===== config.mk =====
export PLATFORM = sky130hd
export DESIGN_NAME = i2c_master
export DESIGN_NICKNAME = d
export VERILOG_FILES = /design/src/i2c_bus_pkg.sv /design/src/i2c_ctrl_pkg.sv /design/src/i2c_bus_monitor.sv /design/src/i2c_bit_timer.sv /design/src/i2c_shift_unit.sv /design/src/i2c_byte_ctrl.sv /design/src/i2c_master.sv
export VERILOG_INCLUDE_DIRS = /design/src
export SDC_FILE = /design/constraint.sdc
export NUM_CORES = 1
export LEC_CHECK = 0
export ABC_AREA = 1
export BUFFER_PORTS_ARGS = -buffer_cell sky130_fd_sc_hd__buf_2
export CORE_ASPECT_RATIO = 0.8
export CORE_MARGIN = 2
export CORE_UTILIZATION = 47
export DETAILED_ROUTE_END_ITERATION = 16
export PLACE_DENSITY = 0.72
export SETUP_SLACK_MARGIN = 0.3
export SYNTH_ARGS = -nofsm -noshare
export SYNTH_HDL_FRONTEND = slang
export SYNTH_SLANG_ARGS = --single-unit

===== constraint.sdc =====
create_clock -name clk -period 3 [get_ports clk]
set_input_delay 0.15 -clock clk [delete_from_list [all_inputs] [get_ports clk]]
set_output_delay 0.15 -clock clk [all_outputs]
set_load 0.1 [all_outputs]

===== src/i2c_defs.svh =====
//##############################
// I2C timing and sizes
//##############################
`ifndef I2C_DEFS_SVH
`define I2C_DEFS_SVH

// Bus timing in clock counts, 50 MHz system clock
`define I2C_THD_STA       225   // START hold, 4.5 us
`define I2C_TLOW          250   // SCL low period, 5 us
`define I2C_THIGH         225   // SCL high period, 4.5 us
`define I2C_TSU_DAT       100   // SDA set up this many counts before SCL rises
`define I2C_TSU_STO       225   // SDA rises this far into the STOP high phase
`define I2C_THIGH_SAMPLE  50    // SDA sample point after SCL rises

// Phase counter must hold the largest count above
`define I2C_CNT_W         10

// Byte count fields, 2 bits so 1 to 3 bytes per transfer
`define I2C_BYTES_LOG     2

// Data word for 3 bytes
`define I2C_DATA_W        24

`endif


===== src/i2c_bus_pkg.sv =====
//##############################
// Bus line types
//##############################
package i2c_bus_pkg;

  // Bus monitor FSM
  typedef enum logic [1:0] {
    bus_free       = 2'd0,  // No transfer on the lines
    bus_start_seen = 2'd1,  // SDA fell with SCL high
    bus_busy_low   = 2'd2,  // Transfer running, SCL low or data 1
    bus_busy_high  = 2'd3   // SCL high with SDA low, STOP may follow
  } bus_state_t;

  // SCL generator phase
  typedef enum logic [1:0] {
    ph_hold = 2'd0,  // SCL released, START hold
    ph_low  = 2'd1,  // SCL driven low
    ph_high = 2'd2   // SCL released
  } scl_phase_t;

endpackage


===== src/i2c_ctrl_pkg.sv =====
//##############################
// Transfer types
//##############################
package i2c_ctrl_pkg;

  // Transfer FSM
  typedef enum logic [3:0] {
    st_idle      = 4'd0,  // Waiting for a request on a free bus
    st_initiate  = 4'd1,  // START hold with SDA low
    st_addr_bit  = 4'd2,  // Address and R/W bits
    st_addr_ack  = 4'd3,  // Target ACK for the address
    st_data_bit  = 4'd4,  // Data bits, either direction
    st_data_ack  = 4'd5,  // ACK slot after a data byte
    st_stop_low  = 4'd6,  // Pull SDA low while SCL is low
    st_stop_high = 4'd7   // Release SDA during SCL high
  } ctrl_state_t;

  // Transfer direction, same coding as the R/W bit
  typedef enum logic {
    dir_write = 1'b0,
    dir_read  = 1'b1
  } dir_t;

endpackage


===== src/i2c_bus_monitor.sv =====
//##############################
// Bus START/STOP monitor
//##############################
`timescale 1ns/1ns
`include "i2c_defs.svh"

module i2c_bus_monitor
  import i2c_bus_pkg::*;
(
  input  logic clk,
  input  logic rst,
  input  logic scl_in,   // Wired-AND SCL
  input  logic sda_in,   // Wired-AND SDA
  output logic bus_busy  // High between START and STOP
);

  bus_state_t state;
  bus_state_t next_state;

  always_comb begin
    next_state = state;
    case (state)
      bus_free:       if (scl_in && !sda_in) next_state = bus_start_seen;  // SDA fell, SCL high
      bus_start_seen: begin
        if (!scl_in && !sda_in)
          next_state = bus_busy_low;  // First SCL low closes the START
        else if (scl_in && sda_in)
          next_state = bus_free;      // SDA came back, no START after all
      end
      bus_busy_low:   if (scl_in && !sda_in) next_state = bus_busy_high;
      bus_busy_high: begin
        if (scl_in && sda_in)
          next_state = bus_free;      // STOP
        else if (!scl_in)
          next_state = bus_busy_low;
      end
      default:        next_state = bus_free;
    endcase
  end

  always_ff @(posedge clk or negedge rst) begin
    if (!rst)
      state <= bus_free;
    else
      state <= next_state;
  end

  assign bus_busy = (state != bus_free);  // Busy from the START on

  // A START needs SCL high, so busy never begins during a low phase
  a_busy_scl_high: assert property (@(posedge clk) disable iff (!rst)
    $rose(bus_busy) |-> $past(scl_in));

endmodule


===== src/i2c_bit_timer.sv =====
//##############################
// SCL phase timer
//##############################
`timescale 1ns/1ns
`include "i2c_defs.svh"

module i2c_bit_timer
  import i2c_bus_pkg::*;
(
  input  logic clk,
  input  logic rst,
  input  logic hold_run,    // START hold requested
  input  logic bit_run,     // Bit clocking requested
  output logic scl_out,     // 1 releases the line
  output logic hold_done,   // Last START hold count
  output logic drive_evt,   // SDA may change now
  output logic sample_evt,  // SDA sample point
  output logic stop_evt,    // SDA rise for STOP
  output logic bit_done     // Last high cycle of a bit
);

  scl_phase_t            phase;
  logic [`I2C_CNT_W-1:0] cnt;
  logic                  in_low;
  logic                  in_high;

  assign in_low  = bit_run && (phase == ph_low);
  assign in_high = bit_run && (phase == ph_high);

  // SCL is pulled only during the low phase of a running bit
  assign scl_out = !in_low;

  assign hold_done  = hold_run && (phase == ph_hold) &&
                      (cnt == `I2C_CNT_W'(`I2C_THD_STA));
  assign drive_evt  = in_low && (cnt == `I2C_CNT_W'(`I2C_TLOW - `I2C_TSU_DAT));
  assign sample_evt = in_high && (cnt == `I2C_CNT_W'(`I2C_THIGH_SAMPLE));
  assign stop_evt   = in_high && (cnt == `I2C_CNT_W'(`I2C_TSU_STO));
  assign bit_done   = in_high && (cnt == `I2C_CNT_W'(`I2C_THIGH));

  always_ff @(posedge clk or negedge rst) begin
    if (!rst) begin
      phase <= ph_hold;
      cnt   <= '0;
    end else if (bit_run) begin
      case (phase)
        ph_low: begin
          if (cnt == `I2C_CNT_W'(`I2C_TLOW)) begin  // TLOW+1 cycles low
            phase <= ph_high;
            cnt   <= '0;
          end else begin
            cnt <= cnt + 1'b1;
          end
        end
        ph_high: begin
          if (bit_done) begin  // Next bit starts low
            phase <= ph_low;
            cnt   <= '0;
          end else begin
            cnt <= cnt + 1'b1;
          end
        end
        default: begin
          phase <= ph_low;
          cnt   <= '0;
        end
      endcase
    end else if (hold_run) begin
      if (hold_done) begin
        phase <= ph_low;  // bit_run takes over on the next cycle
        cnt   <= '0;
      end else begin
        cnt <= cnt + 1'b1;
      end
    end else begin
      phase <= ph_hold;  // Idle, SCL released
      cnt   <= '0;
    end
  end

  // stop_evt may share the last high cycle with bit_done
  a_one_strobe: assert property (@(posedge clk) disable iff (!rst)
    $onehot0({hold_done, drive_evt, sample_evt, bit_done}));

endmodule


===== src/i2c_shift_unit.sv =====
//##############################
// Address and data shifter
//##############################
`timescale 1ns/1ns
`include "i2c_defs.svh"

module i2c_shift_unit
  import i2c_ctrl_pkg::*;
(
  input  logic                      clk,
  input  logic                      rst,
  input  logic                      load,               // Capture request fields
  input  logic [7:0]                addr_target,        // Address, R/W in bit 0
  input  logic [`I2C_DATA_W-1:0]    data_send,
  input  logic [`I2C_BYTES_LOG-1:0] num_bytes_send,
  input  logic                      shift_tx,           // Advance to next TX bit
  input  logic                      shift_rx,           // Capture SDA
  input  logic                      sda_in,
  output logic                      tx_bit,             // Bit to put on SDA
  output logic                      byte_full,          // Eight bits moved
  output logic [`I2C_DATA_W-1:0]    data_received
);

  logic [`I2C_DATA_W+7:0]    tx_reg;    // Address on top, data below
  logic [`I2C_DATA_W-1:0]    tx_data;
  logic [`I2C_BYTES_LOG+2:0] pad_bits;  // Unused byte slots, in bits
  logic [3:0]                bit_cnt;

  // Move the selected low bytes up against the address
  assign pad_bits = {{`I2C_BYTES_LOG{1'b1}} - num_bytes_send, 3'b000};
  assign tx_data  = (dir_t'(addr_target[0]) == dir_write) ? (data_send << pad_bits) : '0;

  assign tx_bit    = tx_reg[`I2C_DATA_W+7];  // MSB first
  assign byte_full = (bit_cnt == 4'd8);

  always_ff @(posedge clk) begin
    if (load)
      tx_reg <= {addr_target, tx_data};
    else if (shift_tx)
      tx_reg <= {tx_reg[`I2C_DATA_W+6:0], 1'b0};
  end

  always_ff @(posedge clk or negedge rst) begin
    if (!rst) begin
      bit_cnt       <= '0;
      data_received <= '0;
    end else if (load) begin
      bit_cnt       <= '0;
      data_received <= '0;  // Fresh result per transfer
    end else if (shift_tx || shift_rx) begin
      if (byte_full) begin
        bit_cnt <= '0;  // Ninth strobe is the ACK slot, nothing moves
      end else begin
        bit_cnt <= bit_cnt + 4'd1;
        if (shift_rx)
          data_received <= {data_received[`I2C_DATA_W-2:0], sda_in};  // Last byte ends lowest
      end
    end
  end

endmodule


===== src/i2c_byte_ctrl.sv =====
//##############################
// I2C transfer controller
//##############################
`timescale 1ns/1ns
`include "i2c_defs.svh"

module i2c_byte_ctrl
  import i2c_ctrl_pkg::*;
(
  input  logic                      clk,
  input  logic                      rst,
  input  logic                      start,              // Request level
  input  logic                      addr_rw,            // 1 reads
  input  logic [`I2C_BYTES_LOG-1:0] num_bytes_send,
  input  logic [`I2C_BYTES_LOG-1:0] num_bytes_receive,
  input  logic                      bus_busy,
  input  logic                      sda_in,
  input  logic                      hold_done,
  input  logic                      drive_evt,
  input  logic                      sample_evt,
  input  logic                      stop_evt,
  input  logic                      bit_done,
  input  logic                      tx_bit,
  input  logic                      byte_full,
  output logic                      hold_run,
  output logic                      bit_run,
  output logic                      load,
  output logic                      shift_tx,
  output logic                      shift_rx,
  output logic                      sda_out,            // 1 releases the line
  output logic                      done,
  output logic                      ack_error
);

  ctrl_state_t               state;
  dir_t                      dir_q;
  logic [`I2C_BYTES_LOG-1:0] num_q;     // Byte count for the active direction
  logic [`I2C_BYTES_LOG-1:0] byte_cnt;  // Data bytes completed
  logic                      last_byte;

  assign last_byte = (byte_cnt == num_q);

  // Shifter strobes, the shifter acts on the following edge
  assign shift_tx = drive_evt && ((state == st_addr_bit) ||
                    ((state == st_data_bit) && (dir_q == dir_write)));
  assign shift_rx = sample_evt && ((state == st_addr_ack) || (state == st_data_ack) ||
                    ((state == st_data_bit) && (dir_q == dir_read)));

  always_ff @(posedge clk or negedge rst) begin
    if (!rst) begin
      state     <= st_idle;
      dir_q     <= dir_write;
      num_q     <= '0;
      byte_cnt  <= '0;
      hold_run  <= 1'b0;
      bit_run   <= 1'b0;
      load      <= 1'b0;
      sda_out   <= 1'b1;
      done      <= 1'b0;
      ack_error <= 1'b0;
    end else begin
      load <= 1'b0;
      done <= 1'b0;
      case (state)
        st_idle: begin
          if (start && !bus_busy) begin  // Only on a free bus
            state     <= st_initiate;
            hold_run  <= 1'b1;
            load      <= 1'b1;
            sda_out   <= 1'b0;  // START, SCL still high
            ack_error <= 1'b0;
            byte_cnt  <= '0;
          end
        end
        st_initiate: begin
          if (load) begin  // Same cycle the shifter captures
            dir_q <= dir_t'(addr_rw);
            num_q <= addr_rw ? num_bytes_receive : num_bytes_send;
          end
          if (hold_done) begin
            state    <= st_addr_bit;
            hold_run <= 1'b0;
            bit_run  <= 1'b1;
          end
        end
        st_addr_bit: begin
          if (drive_evt)
            sda_out <= tx_bit;
          if (bit_done && byte_full)
            state <= st_addr_ack;
        end
        st_addr_ack: begin
          if (drive_evt)
            sda_out <= 1'b1;  // Let the target answer
          if (sample_evt && sda_in)
            ack_error <= 1'b1;  // Address NACK
          if (bit_done)
            state <= ack_error ? st_stop_low : st_data_bit;
        end
        st_data_bit: begin
          if (drive_evt)
            sda_out <= (dir_q == dir_write) ? tx_bit : 1'b1;  // Released on reads
          if (bit_done && byte_full) begin
            state    <= st_data_ack;
            byte_cnt <= byte_cnt + 1'b1;
          end
        end
        st_data_ack: begin
          // Write: release for target ACK. Read: ACK, or NACK on the final byte
          if (drive_evt)
            sda_out <= (dir_q == dir_write) || last_byte;
          if (sample_evt && (dir_q == dir_write) && sda_in)
            ack_error <= 1'b1;
          if (bit_done)
            state <= (ack_error || last_byte) ? st_stop_low : st_data_bit;
        end
        st_stop_low: begin
          if (drive_evt) begin
            sda_out <= 1'b0;  // SDA low ahead of the STOP edge
            state   <= st_stop_high;
          end
        end
        st_stop_high: begin
          if (stop_evt)
            sda_out <= 1'b1;  // STOP
          if (bit_done) begin
            state   <= st_idle;
            bit_run <= 1'b0;
            done    <= 1'b1;
          end
        end
        default: state <= st_idle;
      endcase
    end
  end

  // Timer must be stopped whenever no transfer is active
  a_idle_no_clock: assert property (@(posedge clk) disable iff (!rst)
    (state == st_idle) |-> !bit_run);

endmodule


===== src/i2c_master.sv =====
//##############################
// I2C master top
//##############################
`timescale 1ns/1ns
`include "i2c_defs.svh"

module i2c_master (
  input  logic                      clk,
  input  logic                      rst,
  input  logic                      start,
  input  logic [7:0]                addr_target,        // Bit 0 is R/W
  input  logic [`I2C_DATA_W-1:0]    data_send,
  input  logic [`I2C_BYTES_LOG-1:0] num_bytes_send,
  input  logic [`I2C_BYTES_LOG-1:0] num_bytes_receive,
  output logic                      scl_out,
  output logic                      sda_out,
  input  logic                      scl_in,
  input  logic                      sda_in,
  output logic [`I2C_DATA_W-1:0]    data_received,
  output logic                      bus_busy,
  output logic                      done,
  output logic                      ack_error
);

  logic hold_run;
  logic bit_run;
  logic hold_done;
  logic drive_evt;
  logic sample_evt;
  logic stop_evt;
  logic bit_done;
  logic load;
  logic shift_tx;
  logic shift_rx;
  logic tx_bit;
  logic byte_full;

  i2c_bus_monitor i_mon (.clk, .rst, .scl_in, .sda_in, .bus_busy);

  i2c_bit_timer i_timer (.clk, .rst, .hold_run, .bit_run, .scl_out, .hold_done, .drive_evt,
                         .sample_evt, .stop_evt, .bit_done);

  i2c_shift_unit i_shift (.clk, .rst, .load, .addr_target, .data_send, .num_bytes_send,
                          .shift_tx, .shift_rx, .sda_in, .tx_bit, .byte_full, .data_received);

  i2c_byte_ctrl i_ctrl (.clk, .rst, .start, .addr_rw(addr_target[0]), .num_bytes_send,
                        .num_bytes_receive, .bus_busy, .sda_in, .hold_done, .drive_evt,
                        .sample_evt, .stop_evt, .bit_done, .tx_bit, .byte_full, .hold_run,
                        .bit_run, .load, .shift_tx, .shift_rx, .sda_out, .done, .ack_error);

endmodule


==> results of run 1 <==
kinds of logic (layout without fill, tap and decap cells):
logic type | count (synthesis) | after routing
XOR/XNOR | 6 | 6
AO/OA/AOI/OAI | 101 | 101
flip-flops | 88 | 88
buffers and inverters | 95 | 169
adder cells (fa/ha/maj) | 8 | 8
multiplexers | 7 | 7
AND/OR/NAND/NOR | 216 | 216
cell usage in the layout, fill, tap and decap left out, drive strengths merged, types with 2 or more instances in the layout:
cell type      n
a21oi         17
a22o           5
a32o           3
buf           71
clkbuf        11
clkinv         5
dfrtp         55
dlygate4sd3    2
edfxtp        32
ha             8
inv           79
mux2i          7
nand2        122
nand3         37
nand4          9
nor2          35
nor3           7
nor4           3
o21ai         42
o22ai         27
xor2           5
repair_timing:
| item | 4_1_cts | 5_1_grt |
|---|---|---|
| hold endpoints to repair | 33 | 0 |
| setup endpoints to repair | 0 | 0 |
| hold buffers | 2 | 0 |
through the flow:
| stage | std cells | total power, W | hold slack, ps | setup slack (ps) |
|---|---|---|---|---|
| 3_3_place_gp | 713 | 0.00319 | 262 | 801 |
| 3_5_place_dp | 713 | 0.00323 | 270 | 744 |
| 5_1_grt | 731 | 0.00455 | 77.5 | 525 |
| 6_report | 731 | 0.00425 | 67.0 | 754 |
| 2_1_floorplan | 521 | 0.00291 | -146 | 380 |
| 4_1_cts | 731 | 0.00428 | 62.5 | 732 |
cell usage after synthesis (2+ instances only):
master	n	area share, %
o22ai_2	20	5.3
nor2_4	3	0.72
nand2_1	117	9.4
dfrtp_1	55	29
buf_8	2	0.64
buf_6	2	0.48
nor4_1	3	0.40
ha_1	8	2.1
inv_1	75	6.0
a21oi_1	17	1.8
nand3_1	33	3.5
mux2i_1	7	1.5
edfxtp_1	32	20
buf_1	2	0.16
a32o_1	3	0.64
o21ai_0	42	4.5
nor3_1	7	0.75
nor2_1	29	2.3
o22ai_1	7	0.93
clkbuf_1	7	0.56
nor2_2	3	0.40
inv_2	4	0.32
a22o_1	5	0.93
nand4_1	9	1.2
xor2_1	5	0.93
nand2_4	3	0.72
nand2_2	2	0.27
nand3_2	4	0.85
worst paths after layout:
kind,to,slack (ps),cells past startpoint
hold / removal,i_mon.state[0]$_DFFE_PN0P_,70,2
hold reg to reg,i_ctrl.sda_out$_DFFE_PN1P_,480,2
max in group asynchronous,i_shift.data_received[21]$_DFFE_PN0P_,1780,3
setup reg to reg,i_shift.tx_reg[27]$_DFFE_PP_,750,7
min in group asynchronous,i_timer.cnt[2]$_DFF_PN0_,420,2
setup / recovery,i_shift.tx_reg[27]$_DFFE_PP_,750,7
power by group through the flow:
stage | sequential (W) | combinational, W | clock (W)
3_3_place_gp | 0.00179 | 0.00140 | 0
4_1_cts | 0.00178 | 0.00143 | 0.00106
2_1_floorplan | 0.00177 | 0.00113 | 0
3_5_place_dp | 0.00180 | 0.00143 | 0
5_1_grt | 0.00182 | 0.00162 | 0.00111
6_report | 0.00178 | 0.00143 | 0.00104
final cells by class:
class / count / area [um^2]
fill: 900 / 4270
sequential: 88 / 2360
multi-input combinational: 338 / 1920
timing repair buffer: 73 / 380
inverter: 80 / 307
clock buffer: 11 / 243
tap: 136 / 170
clock inverter: 5 / 32.5
routing by layer:
metal,vias up,wire [um]
met2,116,4460
met3,15,554
li1,1888,-
met1,1790,4840
met5,-,0
met4,0,150
==> results by group, run 1 <==
Synth
  • Post-synth top flop: dfrtp_1
  • Synth cell types: 43
  • Sequential fraction of the synthesis area: between 50% and 60%
  • Synthesis-stage register bit count: 88
  • Post-synth EDFFs: 32
  • Post-Synth XOR/XNOR Area: approximately 1.1%
  • Ys Warns: 0
  • Synth Net Count: between 500 and 600
  • Synth Cell Area: 4690 um^2
  • Synth async-reset ratio: roughly 64%
  • Complex-gate fraction of the synthesized area: between 10% and 20%
  • Multiplexer area fraction after synthesis: 1.49%
  • Synth Area in Simple Gates: 21.0%
  • Post-Synth Adder-Cell Area: about 2.1%
  • Syn Area/Cell: between 8 and 9 um^2
  • Largest family of logic cells by synthesized area: simple AND/OR/NAND/NOR gates
  • Cell count after synthesis: ~520

Routing
  • DRT iter0 DRCs: 259
  • Drt total wl: ~10000 um
  • Post-detailed-route wirelength per cell: between 10 and 15 um
  • DRC: 0
  • Vias: 3809
  • DRT antenna net count: 0
  • Avg Vias per Cell: about 5.2
  • First-pass detailed-route iteration total: 5

Floorplanning
  • Row cnt: 32
  • Initial core utilization: approximately half
  • Die height: about 93 um
  • I/O pins: 70
  • Die area: about 11000 um^2
  • DIE WIDTH: approximately 120 um
  • Core box area: around 9700 um^2

Clock network
  • Clk root buf: clkbuf_16
  • Clock buffer depth: 2
  • Clock sinks: between 80 and 90
  • Clock slew seen by the registers of the worst setup and hold paths: roughly 60 ps
  • Post CTS Setup Buffer Count: 0
  • CTS buffer count: 9
  • Clk Latency, worst-skew pair: 340 ps
  • CTS tree: done
  • Post-cts resize count: 0
  • H-tree levels: 3

Setup path
  • CP startpoint: i_timer.phase[1]$_DFFE_PN0P_
  • Worst Setup Start Kind: flip-flop
  • Top Family by Delay on Critical Path: buffers and inverters
  • WP data required: ~2900 ps
  • Worst reg2reg path startpoint: i_timer.phase[1]$_DFFE_PN0P_
  • CP endpoint kind: flip-flop
  • CP Max Fanout: 32
  • Crit path largest cell delay: around 560 ps
  • Crit-path slowest cell: clkinvlp_4
  • WP data arrival: 2130 ps
  • Worst path cell trace: inv_1 -> ha_1 -> nand2_1 -> nor3_1 -> nand4_1 -> and2_1 -> clkinvlp_4
  • Worst path buffer plus inverter count: 2
  • Crit path kind: reg -> reg

Pwr
  • Clock Power Share: around 24%
  • Seq pwr share: about two fifths
  • Peak VDD IR: between 0.3 and 0.4 mV
  • Sw Share: between 30% and 40%
  • Switching power total: roughly 0.0016 W
  • Power Internal: approximately 0.0026 W
  • Comb power frac: between 30% and 40%
  • Cell Pwr Density: between 700 and 800 nW/um^2
  • Static Leak: roughly 2.5 nW

Timing
  • Worst-margin pin slew: about 780 ps
  • Final count of pins violating max slew: 0
  • F_max: between 400 and 500 MHz
  • Unrepaired setup endpoints after global routing: no
  • Setup_tns: 0 ps
  • Skew final: ~8.6 ps
  • Minimum clock period after layout: ~2200 ps
  • Slew margin rel.: about half
  • Tcrit/Tclk final: 74.9%
  • Final Hold Viols: 0
  • Setup violators final: 0

Global routing
  • Global route overflow: 0
  • Largest net degree at the start of global routing: 35
  • Total track usage: approximately 20%
  • Antenna violations before repair: 0
  • Met1 Use GR: 28.7%
  • Met3 usage: 5.25%
  • Grt met2 use: between 20% and 30%
  • First-pass GRT wire length: approximately 17000 um
  • Vias in the first global route: 3562
  • Most Crowded Layer GR: met2

Final layout
  • Inserted Diodes: 0
  • Max reg flops: 32
  • Final Instance Area: approximately 5400 um^2
  • Final Util: roughly 56%
  • Share of layout cells above drive strength 1: a little over a fifth
  • Area grow syn2layout: 15.6%
  • Nets: approximately 640

Placement
  • Detailed-placement wirelength estimate: roughly 7300 um
  • Port Buf Inserts: 69
  • Placer Congestion: approximately 0.91
  • Placed Instance Area: 5120 um^2

Run
  • Max Cap Viol: 0

Worst hold path
  • HP Start: sda_in
  • Worst hold-check path type: in -> reg

Outcome
  • Outcome: completed
Note: power is estimated with default switching activity, not from simulation.
==> run 2: changes to the inputs <==
--- a/config.mk
+++ b/config.mk
@@ -6,13 +6,13 @@
 export SDC_FILE = /design/constraint.sdc
 export NUM_CORES = 1
 export LEC_CHECK = 0
-export ABC_AREA = 1
+export ABC_AREA = 0
 export BUFFER_PORTS_ARGS = -buffer_cell sky130_fd_sc_hd__buf_2
 export CORE_ASPECT_RATIO = 0.8
 export CORE_MARGIN = 2
 export CORE_UTILIZATION = 47
 export DETAILED_ROUTE_END_ITERATION = 16
-export PLACE_DENSITY = 0.72
+export PLACE_DENSITY = 0.75
 export SETUP_SLACK_MARGIN = 0.3
 export SYNTH_ARGS = -nofsm -noshare
 export SYNTH_HDL_FRONTEND = slang
==> constraint.sdc (replaced) <==
create_clock -name clk -period 1.9 [get_ports clk]
set_input_delay 0.095 -clock clk [delete_from_list [all_inputs] [get_ports clk]]
set_output_delay 0.095 -clock clk [all_outputs]
set_load 0.1 [all_outputs]
==> run 2 against run 1 <==
  * Largest cell class unchanged
  * Global-route usage grew 1.8 points
  * Cell count is 8.1% lower
  * Die area shrank 3.2%
  * Non-clock buffer count grew 63
  * Sequential share of layout area decreased by 5.3 points
  * First-iteration DRC count down 0.77%
  * Clock power up 74%
  * Clock skew hardly changed
  * Cell area is 14% higher
  * The flow now finishes with violations (negative setup slack)
==> results by group, run 2 <==
Outcome
  • Outcome: complete, but fails checks
  • Failing checks: negative setup slack

Pwr
  • Clock Power Share: 46.0%
  • Cell Pwr Density: between 600 and 700 nW/um^2
  • Comb power frac: 4.1%
  • Seq pwr share: about half
  • Sw Share: about 22%
  • Peak VDD IR: around 0.43 mV
  • Switching power total: a little under 0.0009 W
  • Static Leak: 2.79 nW
  • Power Internal: a little over 0.003 W

Synth
  • Post-synth EDFFs: 32
  • Most common cell in the synthesized netlist: dfrtp_1
  • Synth async-reset ratio: between 60% and 70%
  • Synth top area share: between 30% and 40%
  • Syn Area/Cell: between 10 and 15 um^2
  • Ys Warns: 0
  • Sequential fraction of the synthesis area: between 50 and 60%
  • Cell type with the largest total area after synthesis: dfrtp_1
  • Synth cell types: roughly 60
  • Post-synth top flop: dfrtp_1
  • Post-synth top cells: dfrtp_1, inv_1, edfxtp_1
  • Synthesis-stage register bit count: 88
  • Synth Net Count: 469
  • Cell count after synthesis: 420
  • Cells taking the most area after synthesis: dfrtp_1, edfxtp_1, a22o_1
  • Synth Cell Area: ~4500 um^2

Final layout
  • Final Util: about 65%
  • Most frequent cells in the layout: buf_2, dfrtp_1, buf_4
  • Nets: roughly 600
  • Inserted Diodes: 0
  • Share of layout cells above drive strength 1: 42.1%
  • Commonest non-fill, non-tap cell in the layout: buf_2
  • Area grow syn2layout: 36.1%
  • Max reg flops: 32

Setup path
  • CP Max Fanout: 6
  • CP endpoint kind: flip-flop
  • Worst reg2reg path startpoint: i_timer.cnt[0]$_DFF_PN0_
  • CP startpoint: i_timer.cnt[0]$_DFF_PN0_
  • WP data arrival: 2380 ps
  • Worst Setup Start Kind: flip-flop
  • Crit path kind: reg -> reg
  • WP data required: ~2100 ps

Floorplanning
  • Row cnt: 32
  • Die height: just over 90 um
  • Die area: about 10000 um^2
  • Initial core utilization: between 40% and 50%
  • DIE WIDTH: around 110 um
  • Core box area: roughly 9500 um^2
  • I/O pins: 70

Routing
  • Vias: ~3800
  • Drt total wl: about 11000 um
  • Post-detailed-route wirelength per cell: roughly 17 um
  • DRT iter0 DRCs: between 200 and 300
  • Avg Vias per Cell: 5.64
  • First-pass detailed-route iteration total: 4
  • DRC: 0
  • DRT antenna net count: 0

Clock network
  • H-tree levels: 3
  • Clock slew seen by the registers of the worst setup and hold paths: about 70 ps
  • Clock sinks: 88
  • Clk root buf: clkbuf_16
  • Clock buffer depth: 2
  • CTS buffer count: 9
  • CTS tree: done
  • Clk Latency, worst-skew pair: ~340 ps

Placement
  • Detailed-placement wirelength estimate: 7210 um
  • Port Buf Inserts: slightly below 70
  • Placer Congestion: slightly below 0.9

Global routing
  • First-pass GRT wire length: roughly 18000 um
  • Largest net degree at the start of global routing: 34
  • Antenna violations before repair: 0
  • Total track usage: between 20% and 30%
  • Vias in the first global route: 3551
  • Global route overflow: 0

Timing
  • Slew margin rel.: between 50% and 60%
  • Final count of pins violating max slew: 0
  • Setup_tns: -13420 ps
  • Setup violators final: roughly 80
  • Final Hold Viols: 0
  • PnR worst setup slack: -251 ps
  • Tcrit/Tclk final: 113%
  • Minimum clock period after layout: approximately 2200 ps
  • Unrepaired setup endpoints after global routing: yes
  • F_max: 465 MHz
  • Worst-margin pin slew: around 730 ps
  • Skew final: about 8.5 ps

Worst hold path
  • Worst hold-check path type: in -> reg
  • HP Start: sda_in

Run
  • Max Cap Viol: 0
run 2: cell type report:
cell class | instances | area [um^2]
fill | 693 | 3320
sequential | 88 | 2360
multi-input combinational | 277 | 2230
timing repair buffer | 136 | 976
clock buffer | 11 | 264
tap | 119 | 149
inverter | 36 | 141
clock inverter | 5 | 42.5
run 2: cells by family after synthesis:
logic type,synth area share [%]
AND/OR/NAND/NOR,13.5
AO/OA/AOI/OAI,17.0
flip-flops,52.2
buffers and inverters,6.32
multiplexers,6.68
XOR/XNOR,2.13
adder cells (fa/ha/maj),2.21
run 2: final timing paths:
check / end / slack (ps) / depth (start not counted)
setup / recovery: i_shift.data_received[21]$_DFFE_PN0P_ / -250 / 8
hold / removal: i_mon.state[1]$_DFFE_PN0P_ / 10 / 2
setup reg to reg: i_shift.data_received[21]$_DFFE_PN0P_ / -250 / 8
hold reg to reg: i_ctrl.sda_out$_DFFE_PN1P_ / 510 / 2
max in group asynchronous: i_ctrl.sda_out$_DFFE_PN1P_ / 840 / 3
min in group asynchronous: i_ctrl.done$_DFF_PN0_ / 350 / 2
run 2: critical path, stage by stage, from the launching register on:
cell and delay, ps:
dfrtp_1 390, inv_1 70, ha_2 190, nand3_1 110, or4_4 570, a21oi_4 210, buf_6 140, a21oi_4 80
a22o_1 270
run 2: repair_timing:
item	in CTS	in global routing
gates resized for setup	49	36
endpoints found under the hold margin	31	0
cloned	4	4
pin swaps	25	33
setup buffers	9	10
hold buffers	1	0
setup endpoints to repair	81	87
run 2: metrics by stage:
| step | total power, W | instances | hold slack [ps] | cell area, um^2 | worst slack [ps] |
|---|---|---|---|---|---|
| after floorplan | 0.00207 | 420 | -201 | 4590 | -268 |
| after global placement | 0.00215 | 628 | 173 | 5290 | -132 |
| after detailed placement | 0.00216 | 628 | 196 | 5290 | -180 |
| after CTS | 0.00395 | 658 | 13.5 | 5910 | -161 |
| after global routing | 0.00405 | 672 | 23.4 | 6160 | -353 |
| final | 0.00393 | 672 | 10.5 | 6160 | -251 |
run 2: routing by layer:
| layer | vias up | wire [um] | global-route usage (%) |
|---|---|---|---|
| li1 | 1792 | - | - |
| met1 | 1892 | 5110 | 28.9 |
| met2 | 87 | 5660 | 34.9 |
| met3 | 16 | 443 | 3.90 |
| met4 | 0 | 204 | 7.83 |
| met5 | - | 0 | 0 |
run 2: power groups by stage:
stage / Clock, W / Sequential [W] / Combinational, W
final: 0.00181 / 0.00196 / 0.000159
after global routing: 0.00191 / 0.00196 / 0.000175
after CTS: 0.00182 / 0.00196 / 0.000161
after detailed placement: 0 / 0.00200 / 0.000158
after global placement: 0 / 0.00200 / 0.000154
after floorplan: 0 / 0.00200 / 0.0000711
==> run 3: changes to the inputs <==
--- a/config.mk
+++ b/config.mk
@@ -6,13 +6,13 @@
 export SDC_FILE = /design/constraint.sdc
 export NUM_CORES = 1
 export LEC_CHECK = 0
-export ABC_AREA = 0
+export ABC_AREA = 1
 export BUFFER_PORTS_ARGS = -buffer_cell sky130_fd_sc_hd__buf_2
 export CORE_ASPECT_RATIO = 0.8
 export CORE_MARGIN = 2
 export CORE_UTILIZATION = 47
 export DETAILED_ROUTE_END_ITERATION = 16
-export PLACE_DENSITY = 0.75
+export PLACE_DENSITY = 0.74
 export SETUP_SLACK_MARGIN = 0.3
 export SYNTH_ARGS = -nofsm -noshare
 export SYNTH_HDL_FRONTEND = slang
==> run 3 against run 2 <==
  * The flow still finishes with violations (negative setup slack)
  * Register-to-register slack gained 220 ps
  * Sequential share of layout area shrank 2.9 points
  * Setup slack gained 220 ps
  * Combinational power grew to 25 times the previous value
  * Count of clock-buffer cells in the layout is the same
  * Flip-flop and latch count is the same
  * Via count grew 14%
  * Clock skew grew 5.9 ps
  * Global-route usage grew 1.6 points
  * Cell count grew 18%
  * Clock power grew 10%
  * Sequential power grew 45%
  * Critical endpoint is now i_shift.data_received[9]$_DFFE_PN0P_
==> results by group, run 3 (synthesized netlist as in run 1, its figures left out) <==
Floorplanning
  • Die height: 93.3 um
  • Core box area: 9690 um^2
  • Die area: about 11000 um^2
  • Row cnt: 32
  • DIE WIDTH: 116 um
  • I/O pins: 70
  • Initial core utilization: 48.4%

Timing
  • Skew final: between 10 and 15 ps
  • Minimum clock period after layout: 1940 ps
  • F_max: 517 MHz
  • PnR worst setup slack: -35.8 ps
  • Worst-margin pin slew: 577 ps
  • Tcrit/Tclk final: 102%
  • Slew margin rel.: between 60 and 70%
  • Setup violators final: 23
  • Final count of pins violating max slew: 0
  • Final Hold Viols: 0
  • Unrepaired setup endpoints after global routing: yes

Clock network
  • Clock slew seen by the registers of the worst setup and hold paths: around 70 ps
  • Clock buffer depth: 2
  • Clock sinks: 88
  • CTS buffer count: 9
  • Clk root buf: clkbuf_16
  • Clk Latency, worst-skew pair: about 350 ps
  • H-tree levels: 3
  • CTS tree: done

Pwr
  • Static Leak: 2.94 nW
  • Sw Share: between 30% and 40%
  • Comb power frac: roughly 45%
  • Power Internal: roughly 0.0055 W
  • Cell Pwr Density: roughly 1300 nW/um^2
  • Seq pwr share: between 30% and 40%
  • Clock Power Share: a little under a quarter
  • Peak VDD IR: 0.608 mV
  • Switching power total: 0.00338 W

Setup path
  • Worst path buffer plus inverter count: 3
  • CP endpoint kind: flip-flop
  • Worst reg2reg path startpoint: i_timer.phase[0]$_DFFE_PN0P_
  • WP data arrival: 2200 ps
  • CP startpoint: i_timer.phase[0]$_DFFE_PN0P_
  • WP data required: 2160 ps
  • Crit path largest cell delay: 450 ps
  • Crit-path slowest cell: dfrtp_2
  • Worst Setup Start Kind: flip-flop
  • Worst path cell trace: inv_2 -> buf_6 -> ha_4 -> nand2_4 -> nor2_4 -> nand4_1 -> nor2_4 -> buf_12 -> nand2_8 -> o22ai_4
  • Top cell by count, worst path: nor2_4
  • Top Family by Delay on Critical Path: simple AND/OR/NAND/NOR gates
  • CP Max Fanout: 6
  • Crit path kind: reg -> reg

Routing
  • Vias: 4309
  • First-pass detailed-route iteration total: 5
  • DRT antenna net count: 0
  • DRT iter0 DRCs: 309
  • Drt total wl: about 13000 um
  • Avg Vias per Cell: approximately 5.4
  • DRC: 0
  • Post-detailed-route wirelength per cell: 16.7 um

Placement
  • Port Buf Inserts: 69
  • Placer Congestion: approximately 0.9
  • Detailed-placement wirelength estimate: between 7000 and 8000 um
  • Post-Place Setup Slack: around 38 ps

Worst hold path
  • Worst hold-check path type: in -> reg
  • HP Start: num_bytes_receive[0]

Final layout
  • Area grow syn2layout: 42.5%
  • Share of layout cells above drive strength 1: slightly above 40%
  • Commonest non-fill, non-tap cell in the layout: nand2_1
  • Inserted Diodes: 0
  • Most frequent cells in the layout: nand2_1, buf_2, inv_1
  • Final Util: 69.0%
  • Max reg flops: 32
  • Nets: roughly 700

Global routing
  • Total track usage: 23.1%
  • Antenna violations before repair: 0
  • First-pass GRT wire length: between 15000 and 20000 um
  • Largest net degree at the start of global routing: 35
  • Global route overflow: 0
  • Vias in the first global route: around 4200

Run
  • Max Cap Viol: 0

Outcome
  • Outcome: complete, but fails checks
  • Failing checks: negative setup slack
==> run 3: per-layer routing <==
layer  vias to the layer above  global-route usage (%)  wire length [um]
met5                         -                       0                 0
met4                         0                    7.24               254
met3                        28                    5.25               800
met2                       180                    38.5              6540
met1                      2083                    30.0              5630
li1                       2018                       -                 -
==> run 3: worst register-to-register path: cells and delay by family (launching register included) <==
kind                       cells  cell delay (ps)
and+or+nand+nor                5              700
DFF                            1              450
AOI/OAI and AO/OA              1              180
adders and majority gates      1              140
buffers and inverters          3              370
==> run 3: power by group through the flow <==
| stage | clock, W | combinational [W] | sequential [W] |
|---|---|---|---|
| 3_3_place_gp | 0 | 0.00247 | 0.00283 |
| 2_1_floorplan | 0 | 0.00185 | 0.00281 |
| 5_1_grt | 0.00209 | 0.00435 | 0.00287 |
| 4_1_cts | 0.00201 | 0.00332 | 0.00281 |
| 6_report | 0.00200 | 0.00402 | 0.00284 |
| 3_5_place_dp | 0 | 0.00254 | 0.00285 |
==> run 3: layout make-up <==
class                      instances  area, um^2
sequential                        88        2370
fill                             708        3010
multi-input combinational        342        2410
inverter                          80         312
clock inverter                     5        63.8
tap                              136         170
timing repair buffer             132        1080
clock buffer                      11         275
==> run 3: repair_timing <==
action	in CTS	in global routing
cloned	6	3
resized for setup	53	83
endpoints found under the hold margin	22	0
hold buffers	2	0
pin swaps	11	36
buffers inserted	31	12
setup endpoints to repair	93	83
==> run 3: worst paths after layout <==
path / end / slack [ps] / cells past startpoint
worst max register to register: i_shift.data_received[9]$_DFFE_PN0P_ / -40 / 10
max in group asynchronous: i_ctrl.load$_DFF_PN0_ / 1030 / 3
worst min-delay path: i_ctrl.num_q[0]$_DFFE_PN0P_ / 20 / 3
worst max-delay path: i_shift.data_received[9]$_DFFE_PN0P_ / -40 / 10
worst min register to register: i_ctrl.sda_out$_DFFE_PN1P_ / 490 / 2
min in group asynchronous: i_timer.cnt[6]$_DFF_PN0_ / 270 / 2
==> run 3: metrics by stage <==
| step | setup TNS [ps] | cells | total power, W | cell area [um^2] | hold slack [ps] |
|---|---|---|---|---|---|
| 5_1_grt | -3000 | 794 | 0.00931 | 6680 | 22.4 |
| 2_1_floorplan | -288 | 521 | 0.00466 | 4730 | -201 |
| 4_1_cts | 0 | 779 | 0.00814 | 6220 | 1.21 |
| 3_5_place_dp | 0 | 724 | 0.00539 | 5290 | 119 |
| 6_report | -381 | 794 | 0.00885 | 6680 | 16.9 |
| 3_3_place_gp | 0 | 724 | 0.00529 | 5290 | 109 |
